## config.mk

```make
export PLATFORM = sky130hd
export DESIGN_NAME = mips_core
export DESIGN_NICKNAME = d
export VERILOG_FILES = /design/src/rtl/mips_pkg.sv /design/src/rtl/mips_regfile.sv /design/src/rtl/mips_decode.sv /design/src/rtl/mips_hazard.sv /design/src/rtl/mips_alu.sv /design/src/rtl/mips_pipe_reg.sv /design/src/rtl/mips_core.sv
export VERILOG_INCLUDE_DIRS = /design/src /design/src/rtl
export SDC_FILE = /design/constraint.sdc
export NUM_CORES = 2
export LEC_CHECK = 0
export ABC_AREA = 1
export BUFFER_PORTS_ARGS = -buffer_cell sky130_fd_sc_hd__buf_2
export CORE_UTILIZATION = 37
export CTS_CLUSTER_DIAMETER = 80
export DETAILED_ROUTE_END_ITERATION = 16
export MAX_ROUTING_LAYER = met4
export PLACE_DENSITY = 0.54
export SLEW_MARGIN = 30
export SYNTH_ARGS = -nofsm -noshare
export SYNTH_HDL_FRONTEND = slang
export SYNTH_SLANG_ARGS = --single-unit
export TNS_END_PERCENT = 10
```

## constraint.sdc

```tcl
create_clock -name clk -period 18 [get_ports clk]
set_clock_uncertainty 0.15 [all_clocks]
set_input_delay 1.8 -clock clk [delete_from_list [all_inputs] [get_ports clk]]
set_output_delay 1.8 -clock clk [all_outputs]
set_load 0.05 [all_outputs]
```

## src/rtl/mips_defines.svh

```systemverilog
`ifndef MIPS_DEFINES_SVH
`define MIPS_DEFINES_SVH

// Data path and address width.
`define MIPS_XLEN 32

// General purpose register file.
`define MIPS_NREGS 32
`define MIPS_RAW 5

// First fetch address after reset.
`define MIPS_RESET_PC 32'h0000_0000

`endif

```

## src/rtl/mips_pkg.sv

```systemverilog
`include "mips_defines.svh"

package mips_pkg;

        typedef logic [`MIPS_XLEN-1:0] word_t;
        typedef logic [`MIPS_RAW-1:0]  reg_addr_t;

        typedef enum logic [2:0] {
                ALU_ADD, ALU_SUB, ALU_AND, ALU_OR, ALU_XOR, ALU_SLT, ALU_LUI
        } alu_op_t;

        typedef enum logic [1:0] {
                MEM_NONE, MEM_LOAD, MEM_STORE
        } mem_op_t;

        typedef enum logic [1:0] {
                BR_NONE, BR_BEQ, BR_BNE
        } br_op_t;

        // Primary opcodes.
        localparam logic [5:0] OP_SPECIAL = 6'h00;
        localparam logic [5:0] OP_BEQ     = 6'h04;
        localparam logic [5:0] OP_BNE     = 6'h05;
        localparam logic [5:0] OP_ADDIU   = 6'h09;
        localparam logic [5:0] OP_ORI     = 6'h0d;
        localparam logic [5:0] OP_LUI     = 6'h0f;
        localparam logic [5:0] OP_LW      = 6'h23;
        localparam logic [5:0] OP_SW      = 6'h2b;

        // Function codes under OP_SPECIAL.
        localparam logic [5:0] FN_ADDU = 6'h21;
        localparam logic [5:0] FN_SUBU = 6'h23;
        localparam logic [5:0] FN_AND  = 6'h24;
        localparam logic [5:0] FN_OR   = 6'h25;
        localparam logic [5:0] FN_XOR  = 6'h26;
        localparam logic [5:0] FN_SLT  = 6'h2a;

        typedef struct packed {
                alu_op_t   alu_op;
                logic      use_imm;
                word_t     imm;
                mem_op_t   mem_op;
                reg_addr_t rd;
                logic      reg_we;
                word_t     rs_val;
                word_t     rt_val;
        } id_ex_t;

        typedef struct packed {
                mem_op_t   mem_op;
                reg_addr_t rd;
                logic      reg_we;
                word_t     result;
                word_t     store_data;
        } ex_mm_t;

        typedef struct packed {
                reg_addr_t rd;
                logic      reg_we;
                word_t     wdata;
        } mm_wb_t;

endpackage

```

## src/rtl/mips_regfile.sv

```systemverilog
`timescale 1ns/1ps
`include "mips_defines.svh"

module mips_regfile (
        input  logic                clk,
        input  logic                rst_n,
        input  logic                we_i,
        input  mips_pkg::reg_addr_t waddr_i,
        input  mips_pkg::word_t     wdata_i,
        input  mips_pkg::reg_addr_t raddr_s_i,
        input  mips_pkg::reg_addr_t raddr_t_i,
        output mips_pkg::word_t     rdata_s_o,
        output mips_pkg::word_t     rdata_t_o
);
        import mips_pkg::*;

        word_t regs [`MIPS_NREGS];

        always_ff @(posedge clk or negedge rst_n) begin
                if (!rst_n) begin
                        for (int i = 0; i < `MIPS_NREGS; i++)
                                regs[i] <= '0;
                end else if (we_i && waddr_i != `MIPS_RAW'd0) begin
                        regs[waddr_i] <= wdata_i;
                end
        end

        // Old value on a same-cycle read; forwarding covers the gap.
        assign rdata_s_o = regs[raddr_s_i];
        assign rdata_t_o = regs[raddr_t_i];

        zero_reg_reads_zero: assert property (@(posedge clk) disable iff (!rst_n)
                (raddr_s_i != `MIPS_RAW'd0 || rdata_s_o == '0) &&
                (raddr_t_i != `MIPS_RAW'd0 || rdata_t_o == '0));

endmodule

```

## src/rtl/mips_decode.sv

```systemverilog
`timescale 1ns/1ps
`include "mips_defines.svh"

module mips_decode (
        input  mips_pkg::word_t     inst_i,
        output mips_pkg::reg_addr_t rs_o,
        output mips_pkg::reg_addr_t rt_o,
        output mips_pkg::alu_op_t   alu_op_o,
        output logic                use_imm_o,
        output mips_pkg::word_t     imm_o,
        output mips_pkg::mem_op_t   mem_op_o,
        output mips_pkg::br_op_t    br_op_o,
        output mips_pkg::reg_addr_t rd_o,
        output logic                reg_we_o
);
        import mips_pkg::*;

        logic [5:0] opcode;
        logic [5:0] funct;
        word_t      imm_sext;
        word_t      imm_zext;

        assign opcode   = inst_i[31:26];
        assign funct    = inst_i[5:0];
        assign rs_o     = inst_i[25:21];
        assign rt_o     = inst_i[20:16];
        assign imm_sext = {{(`MIPS_XLEN-16){inst_i[15]}}, inst_i[15:0]};
        assign imm_zext = {{(`MIPS_XLEN-16){1'b0}}, inst_i[15:0]};

        // I-type defaults; anything unrecognised falls through as a bubble.
        always_comb begin
                alu_op_o  = ALU_ADD;
                use_imm_o = 1'b1;
                imm_o     = imm_sext;
                mem_op_o  = MEM_NONE;
                br_op_o   = BR_NONE;
                rd_o      = inst_i[20:16];
                reg_we_o  = 1'b0;
                case (opcode)
                OP_SPECIAL: begin
                        use_imm_o = 1'b0;
                        rd_o      = inst_i[15:11];
                        reg_we_o  = 1'b1;
                        case (funct)
                        FN_ADDU: alu_op_o = ALU_ADD;
                        FN_SUBU: alu_op_o = ALU_SUB;
                        FN_AND:  alu_op_o = ALU_AND;
                        FN_OR:   alu_op_o = ALU_OR;
                        FN_XOR:  alu_op_o = ALU_XOR;
                        FN_SLT:  alu_op_o = ALU_SLT;
                        default: reg_we_o = 1'b0;
                        endcase
                end
                OP_ADDIU: reg_we_o = 1'b1;
                OP_ORI: begin
                        alu_op_o = ALU_OR;
                        imm_o    = imm_zext;
                        reg_we_o = 1'b1;
                end
                OP_LUI: begin
                        alu_op_o = ALU_LUI;
                        imm_o    = {inst_i[15:0], {(`MIPS_XLEN-16){1'b0}}};
                        reg_we_o = 1'b1;
                end
                OP_LW: begin
                        mem_op_o = MEM_LOAD;
                        reg_we_o = 1'b1;
                end
                OP_SW:   mem_op_o = MEM_STORE;
                OP_BEQ:  br_op_o = BR_BEQ;
                OP_BNE:  br_op_o = BR_BNE;
                default: reg_we_o = 1'b0;
                endcase
        end

endmodule

```

## src/rtl/mips_hazard.sv

```systemverilog
`timescale 1ns/1ps
`include "mips_defines.svh"

module mips_hazard (
        input  mips_pkg::reg_addr_t id_rs_i,
        input  mips_pkg::reg_addr_t id_rt_i,
        input  mips_pkg::word_t     rf_s_i,
        input  mips_pkg::word_t     rf_t_i,
        input  mips_pkg::br_op_t    br_op_i,
        input  mips_pkg::reg_addr_t ex_rd_i,
        input  logic                ex_reg_we_i,
        input  mips_pkg::mem_op_t   ex_mem_op_i,
        input  mips_pkg::word_t     ex_result_i,
        input  mips_pkg::reg_addr_t mm_rd_i,
        input  logic                mm_reg_we_i,
        input  mips_pkg::word_t     mm_value_i,
        input  mips_pkg::reg_addr_t wb_rd_i,
        input  logic                wb_reg_we_i,
        input  mips_pkg::word_t     wb_data_i,
        input  logic                ibus_stall_i,
        input  logic                dbus_stall_i,
        output mips_pkg::word_t     rs_val_o,
        output mips_pkg::word_t     rt_val_o,
        output logic                taken_o,
        output logic                en_pc_o,
        output logic                en_ifid_o,
        output logic                en_idex_o,
        output logic                en_exmm_o,
        output logic                en_mmwb_o
);
        import mips_pkg::*;

        logic load_use;

        // Youngest producer wins; a load in execute has no data yet.
        function automatic word_t fwd_value(input reg_addr_t addr, input word_t rf_val);
                word_t val;
                val = rf_val;
                if (addr == `MIPS_RAW'd0)
                        val = rf_val;
                else if (ex_reg_we_i && ex_rd_i == addr && ex_mem_op_i != MEM_LOAD)
                        val = ex_result_i;
                else if (mm_reg_we_i && mm_rd_i == addr)
                        val = mm_value_i;
                else if (wb_reg_we_i && wb_rd_i == addr)
                        val = wb_data_i;
                return val;
        endfunction

        always_comb begin
                rs_val_o = fwd_value(id_rs_i, rf_s_i);
                rt_val_o = fwd_value(id_rt_i, rf_t_i);
                case (br_op_i)
                BR_BEQ:  taken_o = rs_val_o == rt_val_o;
                BR_BNE:  taken_o = rs_val_o != rt_val_o;
                default: taken_o = 1'b0;
                endcase
        end

        assign load_use = ex_reg_we_i && ex_mem_op_i == MEM_LOAD && ex_rd_i != `MIPS_RAW'd0 &&
                          (ex_rd_i == id_rs_i || ex_rd_i == id_rt_i);

        always_comb begin
                if (dbus_stall_i)
                        {en_pc_o, en_ifid_o, en_idex_o, en_exmm_o, en_mmwb_o} = 5'b00000;
                else if (load_use || ibus_stall_i)
                        {en_pc_o, en_ifid_o, en_idex_o, en_exmm_o, en_mmwb_o} = 5'b00011;
                else
                        {en_pc_o, en_ifid_o, en_idex_o, en_exmm_o, en_mmwb_o} = 5'b11111;
        end

endmodule

```

## src/rtl/mips_alu.sv

```systemverilog
`timescale 1ns/1ps
`include "mips_defines.svh"

module mips_alu (
        input  mips_pkg::alu_op_t op_i,
        input  mips_pkg::word_t   a_i,
        input  mips_pkg::word_t   b_i,
        output mips_pkg::word_t   result_o
);
        import mips_pkg::*;

        logic lt;

        assign lt = $signed(a_i) < $signed(b_i);

        // Loads and stores use ALU_ADD, so the result doubles as the address.
        always_comb begin
                case (op_i)
                ALU_ADD: result_o = a_i + b_i;
                ALU_SUB: result_o = a_i - b_i;
                ALU_AND: result_o = a_i & b_i;
                ALU_OR:  result_o = a_i | b_i;
                ALU_XOR: result_o = a_i ^ b_i;
                ALU_SLT: result_o = {{(`MIPS_XLEN-1){1'b0}}, lt};
                // Decode has already moved the immediate to the upper half.
                ALU_LUI: result_o = b_i;
                default: result_o = a_i + b_i;
                endcase
        end

endmodule

```

## src/rtl/mips_pipe_reg.sv

```systemverilog
`timescale 1ns/1ps

module mips_pipe_reg #(
        parameter type payload_t = logic
) (
        input  logic     clk,
        input  logic     rst_n,
        input  logic     en_i,
        input  logic     bubble_i,
        input  payload_t d_i,
        output logic     valid_o,
        output payload_t q_o
);

        // Load, else bubble when the next stage moves on, else hold.
        always_ff @(posedge clk or negedge rst_n) begin
                if (!rst_n) begin
                        valid_o <= 1'b0;
                        q_o     <= '0;
                end else if (en_i) begin
                        valid_o <= 1'b1;
                        q_o     <= d_i;
                end else if (bubble_i) begin
                        valid_o <= 1'b0;
                        q_o     <= '0;
                end
        end

endmodule

```

## src/rtl/mips_core.sv

```systemverilog
`timescale 1ns/1ps
`include "mips_defines.svh"

module mips_core (
        input  logic            clk,
        input  logic            rst_n,
        output mips_pkg::word_t ibus_addr_o,
        output logic            ibus_rd_o,
        input  mips_pkg::word_t ibus_rdata_i,
        input  logic            ibus_stall_i,
        output mips_pkg::word_t dbus_addr_o,
        output logic            dbus_rd_o,
        output logic            dbus_wr_o,
        output mips_pkg::word_t dbus_wdata_o,
        input  mips_pkg::word_t dbus_rdata_i,
        input  logic            dbus_stall_i
);
        import mips_pkg::*;

        logic      en_pc, en_ifid, en_idex, en_exmm, en_mmwb;
        logic      id_use_imm, id_reg_we, taken;
        logic      idex_valid, exmm_valid, mmwb_valid;
        word_t     pc_q, ifid_inst, id_imm, rf_s, rf_t, rs_val, rt_val, ex_result, mm_value;
        reg_addr_t id_rs, id_rt, id_rd;
        alu_op_t   id_alu_op;
        mem_op_t   id_mem_op;
        br_op_t    id_br_op;
        id_ex_t    idex_d, idex_q;
        ex_mm_t    exmm_d, exmm_q;
        mm_wb_t    mmwb_d, mmwb_q;

        // While a branch sits in decode, pc_q already points at its delay slot.
        always_ff @(posedge clk or negedge rst_n) begin
                if (!rst_n)
                        pc_q <= `MIPS_RESET_PC;
                else if (en_pc)
                        pc_q <= taken ? pc_q + (id_imm << 2) : pc_q + `MIPS_XLEN'd4;
        end

        // An all-zero word decodes as a bubble.
        always_ff @(posedge clk or negedge rst_n) begin
                if (!rst_n)
                        ifid_inst <= '0;
                else if (en_ifid)
                        ifid_inst <= ibus_rdata_i;
                else if (en_idex)
                        ifid_inst <= '0;
        end

        assign ibus_addr_o = pc_q;
        assign ibus_rd_o   = rst_n;

        mips_decode u_decode (.inst_i(ifid_inst), .rs_o(id_rs), .rt_o(id_rt),
                .alu_op_o(id_alu_op), .use_imm_o(id_use_imm), .imm_o(id_imm),
                .mem_op_o(id_mem_op), .br_op_o(id_br_op), .rd_o(id_rd), .reg_we_o(id_reg_we));

        mips_regfile u_regfile (.clk(clk), .rst_n(rst_n),
                .we_i(mmwb_valid && mmwb_q.reg_we), .waddr_i(mmwb_q.rd), .wdata_i(mmwb_q.wdata),
                .raddr_s_i(id_rs), .raddr_t_i(id_rt), .rdata_s_o(rf_s), .rdata_t_o(rf_t));

        mips_hazard u_hazard (.id_rs_i(id_rs), .id_rt_i(id_rt), .rf_s_i(rf_s), .rf_t_i(rf_t),
                .br_op_i(id_br_op), .ex_rd_i(idex_q.rd), .ex_reg_we_i(idex_valid && idex_q.reg_we),
                .ex_mem_op_i(idex_q.mem_op), .ex_result_i(ex_result),
                .mm_rd_i(exmm_q.rd), .mm_reg_we_i(exmm_valid && exmm_q.reg_we),
                .mm_value_i(mm_value), .wb_rd_i(mmwb_q.rd),
                .wb_reg_we_i(mmwb_valid && mmwb_q.reg_we), .wb_data_i(mmwb_q.wdata),
                .ibus_stall_i(ibus_stall_i), .dbus_stall_i(dbus_stall_i),
                .rs_val_o(rs_val), .rt_val_o(rt_val), .taken_o(taken),
                .en_pc_o(en_pc), .en_ifid_o(en_ifid), .en_idex_o(en_idex),
                .en_exmm_o(en_exmm), .en_mmwb_o(en_mmwb));

        assign idex_d = '{alu_op: id_alu_op, use_imm: id_use_imm, imm: id_imm,
                          mem_op: id_mem_op, rd: id_rd, reg_we: id_reg_we,
                          rs_val: rs_val, rt_val: rt_val};

        mips_pipe_reg #(.payload_t(id_ex_t)) u_idex (.clk(clk), .rst_n(rst_n),
                .en_i(en_idex), .bubble_i(en_exmm), .d_i(idex_d),
                .valid_o(idex_valid), .q_o(idex_q));

        mips_alu u_alu (.op_i(idex_q.alu_op), .a_i(idex_q.rs_val),
                .b_i(idex_q.use_imm ? idex_q.imm : idex_q.rt_val), .result_o(ex_result));

        assign exmm_d = '{mem_op: idex_q.mem_op, rd: idex_q.rd, reg_we: idex_q.reg_we,
                          result: ex_result, store_data: idex_q.rt_val};

        mips_pipe_reg #(.payload_t(ex_mm_t)) u_exmm (.clk(clk), .rst_n(rst_n),
                .en_i(en_exmm), .bubble_i(en_mmwb), .d_i(exmm_d),
                .valid_o(exmm_valid), .q_o(exmm_q));

        // Memory stage drives the data bus straight from its register.
        assign dbus_addr_o  = exmm_q.result;
        assign dbus_wdata_o = exmm_q.store_data;
        assign dbus_rd_o    = exmm_valid && exmm_q.mem_op == MEM_LOAD;
        assign dbus_wr_o    = exmm_valid && exmm_q.mem_op == MEM_STORE;
        assign mm_value     = (exmm_q.mem_op == MEM_LOAD) ? dbus_rdata_i : exmm_q.result;
        assign mmwb_d       = '{rd: exmm_q.rd, reg_we: exmm_q.reg_we, wdata: mm_value};

        // Writeback never repeats, so it bubbles whenever it is not loaded.
        mips_pipe_reg #(.payload_t(mm_wb_t)) u_mmwb (.clk(clk), .rst_n(rst_n),
                .en_i(en_mmwb), .bubble_i(1'b1), .d_i(mmwb_d),
                .valid_o(mmwb_valid), .q_o(mmwb_q));

        pc_holds_on_stall: assert property (@(posedge clk) disable iff (!rst_n)
                ibus_stall_i || dbus_stall_i |=> $stable(ibus_addr_o));

        stalled_store_stable: assert property (@(posedge clk) disable iff (!rst_n)
                dbus_wr_o && dbus_stall_i |=> dbus_wr_o && $stable(dbus_addr_o) &&
                $stable(dbus_wdata_o));

endmodule

```

==> run_results.csv <==
group,metric,value,unit
sta,min_period,9.95,ns
detailed_routing,drt_pre_antenna_iters,6,
place,dpl_cell_area,84700,um2
die,die_y,476,um
critical_path,worst_path_largest_cell_delay,0.86,ns
die,die_area,226000,um2
die,io_pins,167,
logic_synthesis,yosys.area_share.simple,32.5,%
clocking,clk_pin_slew,0.06,ns
cells_and_area,final_util,40.6,%
cells_and_area,drive_above_1_share,6.11,%
logic_synthesis,syn_inst,12612,
logic_synthesis,synth_compound_area_share,13.6,%
critical_path,crit_fanout,83,
die,die_w,476,um
clocking,clock_sinks,1307,
sta,worstMarginPinSlew,1.17,ns
cells_and_area,finish.instance_area,90500,um2
detailed_routing,drc,0,
power_and_ir_drop,p_int,5.84,mW
global_routing,grt.overflow.total,0,
flow_run,cap_violations,0,
critical_path,critical_path.endpoint_type,"flop",
critical_path,start_kind,"flop",
critical_path,arrival,10.47,ns
global_routing,grt_max_degree,206,
logic_synthesis,synthArstFlopShare,100,%
power_and_ir_drop,sw_frac_of_total,41.8,%
global_routing,grt_pass1_wl,557000,um
clocking,clockBufferDepth,3,
sta,hold_violations,0,
sta,finalCritPeriodShare,55.3,%
global_routing,track_usage,34.3,%
clocking,cts_tree,"done",
critical_path,path_common_cell,"nand2_1",
clocking,ctsResizeCount,0,
cells_and_area,nNetsFinal,12321,
sta,totalNegativeSetupSlack,0,ns
sta,timing.hold.ws,0.225,ns
clocking,cts_setup_buffers,0,
logic_synthesis,ys.flop_type,"dfrtp_1",
power_and_ir_drop,power_leakage,44.3,nW
detailed_routing,routedWlPerCell,25.1,um
clocking,clk_latency,0.86,ns
run_status,outcome,"complete, no violations",
power_and_ir_drop,p_total,10.0,mW
global_routing,antenna_found_initial,23,
logic_synthesis,synth_edf_count,0,
power_and_ir_drop,pwr-share-seq,32.5,%
clocking,h-tree-depth,4,
power_and_ir_drop,p_per_area,111,nW/um2
detailed_routing,vias,84682,
place,hpwl,238000,um
sta,rsz0062_at_grt,"no",
detailed_routing,drtIter0Drc,10193,
die,rows,173,
critical_path,cpLargestDelayFamily,"buffers and inverters",
critical_path,cp_data_required_time,18.52,ns
global_routing,grt_pass1_vias,79580,
power_and_ir_drop,pwr-share-comb,33.2,%
power_and_ir_drop,power_frac_clock,34.4,%
logic_synthesis,yosys_warnings,0,
critical_path,crit_type,"flop to flop",
sta,final_max_slew_viol_count,0,
die,initial_core_util,37.3,%
clocking,hold_buffers,0,
sta,max_freq,101,MHz
logic_synthesis,synth.area.mux_share,0.241,%
detailed_routing,final_antenna_net_count,0,
clocking,cts_buffers,161,
place,io_buffers,164,
logic_synthesis,synth_top_family_by_area,"simple AND/OR/NAND/NOR gates",
clocking,clock-root-buffer,"clkbuf_16",
place,gp_congestion,1.00,
cells_and_area,area_growth,8.92,%
logic_synthesis,synthAdderAreaFrac,1.97,%
critical_path,crit_slowest_cell,"buf_4",
detailed_routing,via_per_inst,5.55,
logic_synthesis,synthXorXnorAreaFrac,0.358,%
logic_synthesis,synthDistinctLibCells,60,
detailed_routing,drt_wl_total,383000,um
logic_synthesis,yosysSeqAreaShare,39.4,%
sta,maxSlewHeadroom,21.2,%
logic_synthesis,syn-cell-area,83100,um2
critical_path,crit_buf_inv,9,
power_and_ir_drop,ir_drop,0.0798,mV
cells_and_area,num-fill-cells,23514,
power_and_ir_drop,power.switching,4.19,mW
hold_path,worstHoldPathType,"flop to flop",
die,core_area,223000,um2
logic_synthesis,synth_area_per_cell,6.59,um2
sta,setup-violations-final,0,
logic_synthesis,ys_ff_latch,1307,
stage by stage:
stage                     instances  setup WS [ns]
after detailed placement      14928           8.34
after floorplan               12613          11.93
after global placement        14928           8.39
final                         15249           8.05
after global routing          15247           7.40
after CTS                     15225           8.31
worst reg2reg max path: cells and delay by family, from the launching register on:
kind            cells  cell delay, ns
compound gates     11            1.95
xor+xnor            1            0.13
fa+ha+maj           1            0.41
buf+inv             9            3.67
flops               1            0.57
simple gates       22            2.90
Yosys cell counts, types with 16 or more instances:
master | number | share of area (%)
nor3_1 | 32 | 0.19
o22ai_1 | 112 | 0.84
inv_2 | 35 | 0.16
dfrtp_1 | 1307 | 39
nor2_1 | 316 | 1.4
or2_2 | 46 | 0.35
o21ai_1 | 57 | 0.34
buf_1 | 58 | 0.26
a211oi_1 | 21 | 0.19
nand4_1 | 43 | 0.32
buf_4 | 118 | 1.1
o211ai_1 | 57 | 0.51
xnor2_1 | 16 | 0.17
mux2i_1 | 20 | 0.24
a21oi_1 | 391 | 2.4
inv_1 | 1363 | 6.2
ha_1 | 126 | 1.9
buf_2 | 318 | 1.9
nand3_1 | 1562 | 9.4
xor2_1 | 18 | 0.19
clkbuf_1 | 470 | 2.1
o21ai_0 | 1477 | 8.9
nand2_1 | 4539 | 21
buf_6 | 17 | 0.23
registers in the layout, indices dropped and copies added, names as in the netlist:
| name | flops |
|---|---|
| u_regfile.regs | 1024 |
| u_idex.q_o | 108 |
| u_exmm.q_o | 72 |
| u_mmwb.q_o | 38 |
| ifid_inst | 32 |
| ibus_addr_o | 30 |
| u_exmm.valid_o | 1 |
| u_idex.valid_o | 1 |
| u_mmwb.valid_o | 1 |
cell type report:
type | count | area [um2] | area share [%]
clock inverter | 60 | 788 | 0.871
clock buffer | 237 | 4750 | 5.25
sequential | 1307 | 32700 | 36.2
inverter | 1403 | 5330 | 5.89
timing repair buffer | 331 | 2390 | 2.64
tap | 2975 | 3720 | 4.11
antenna | 16 | 40.0 | 0.0442
multi-input combinational | 8920 | 40800 | 45.0
power by group through the flow:
stage	Sequential, mW	Clock [mW]	Combinational (mW)
CTS	3.25	3.49	3.26
finish	3.25	3.45	3.33
global placement	3.30	0	3.24
global route	3.26	3.61	3.56
floorplan	3.27	0	2.04
detailed placement	3.30	0	3.25
cell families (layout without fill, tap and decap cells):
logic type	count (synthesis)	after routing
xor+xnor	34	34
other cells	1	18
mux	20	20
simple gates	6573	6573
fa+ha+maj	129	129
compound gates	2162	2162
buf+inv	2386	2031
flops	1307	1307
placed cells by master, fill, tap and decap left out, drive strengths merged, types with 3 or more instances in the layout:
cell	n
nand2	4544
nand3	1563
o21ai	1535
inv	1404
dfrtp	1307
a21oi	392
buf	331
nor2	318
clkbuf	237
ha	126
o22ai	112
o211ai	57
or2	53
clkinv	47
nand4	43
nor3	33
a211oi	21
mux2i	20
xor2	18
diode	16
xnor2	16
bufinv	11
o21bai	8
o221ai	7
nor4	7
a31oi	6
a21boi	6
nand3b	5
o21a	4
o31ai	4
and2	4
a2111oi	3
fa	3
worst paths after layout:
check                                      from                    to  slack (ns)  depth (start not counted)
max                               ifid_inst[16]       ibus_addr_o[28]        8.05                         44
max in group asynchronous                 rst_n         u_exmm.q_o[8]       12.78                          7
min reg2reg                u_regfile.regs[1005]  u_regfile.regs[1005]        0.22                          0
min                        u_regfile.regs[1005]  u_regfile.regs[1005]        0.22                          0
max reg2reg                       ifid_inst[16]       ibus_addr_o[28]        8.05                         44
min in group asynchronous                 rst_n   u_regfile.regs[692]        0.74                          1
metal layers:
layer	vias to the layer above	track usage, %	part of all wire, %
met1	40877	44.9	42
met4	0	15.1	4.9
li1	39079	-	-
met5	-	-	0
met2	3942	52.2	45
met3	784	5.63	8.1
Power figures use the tool's default switching activity.
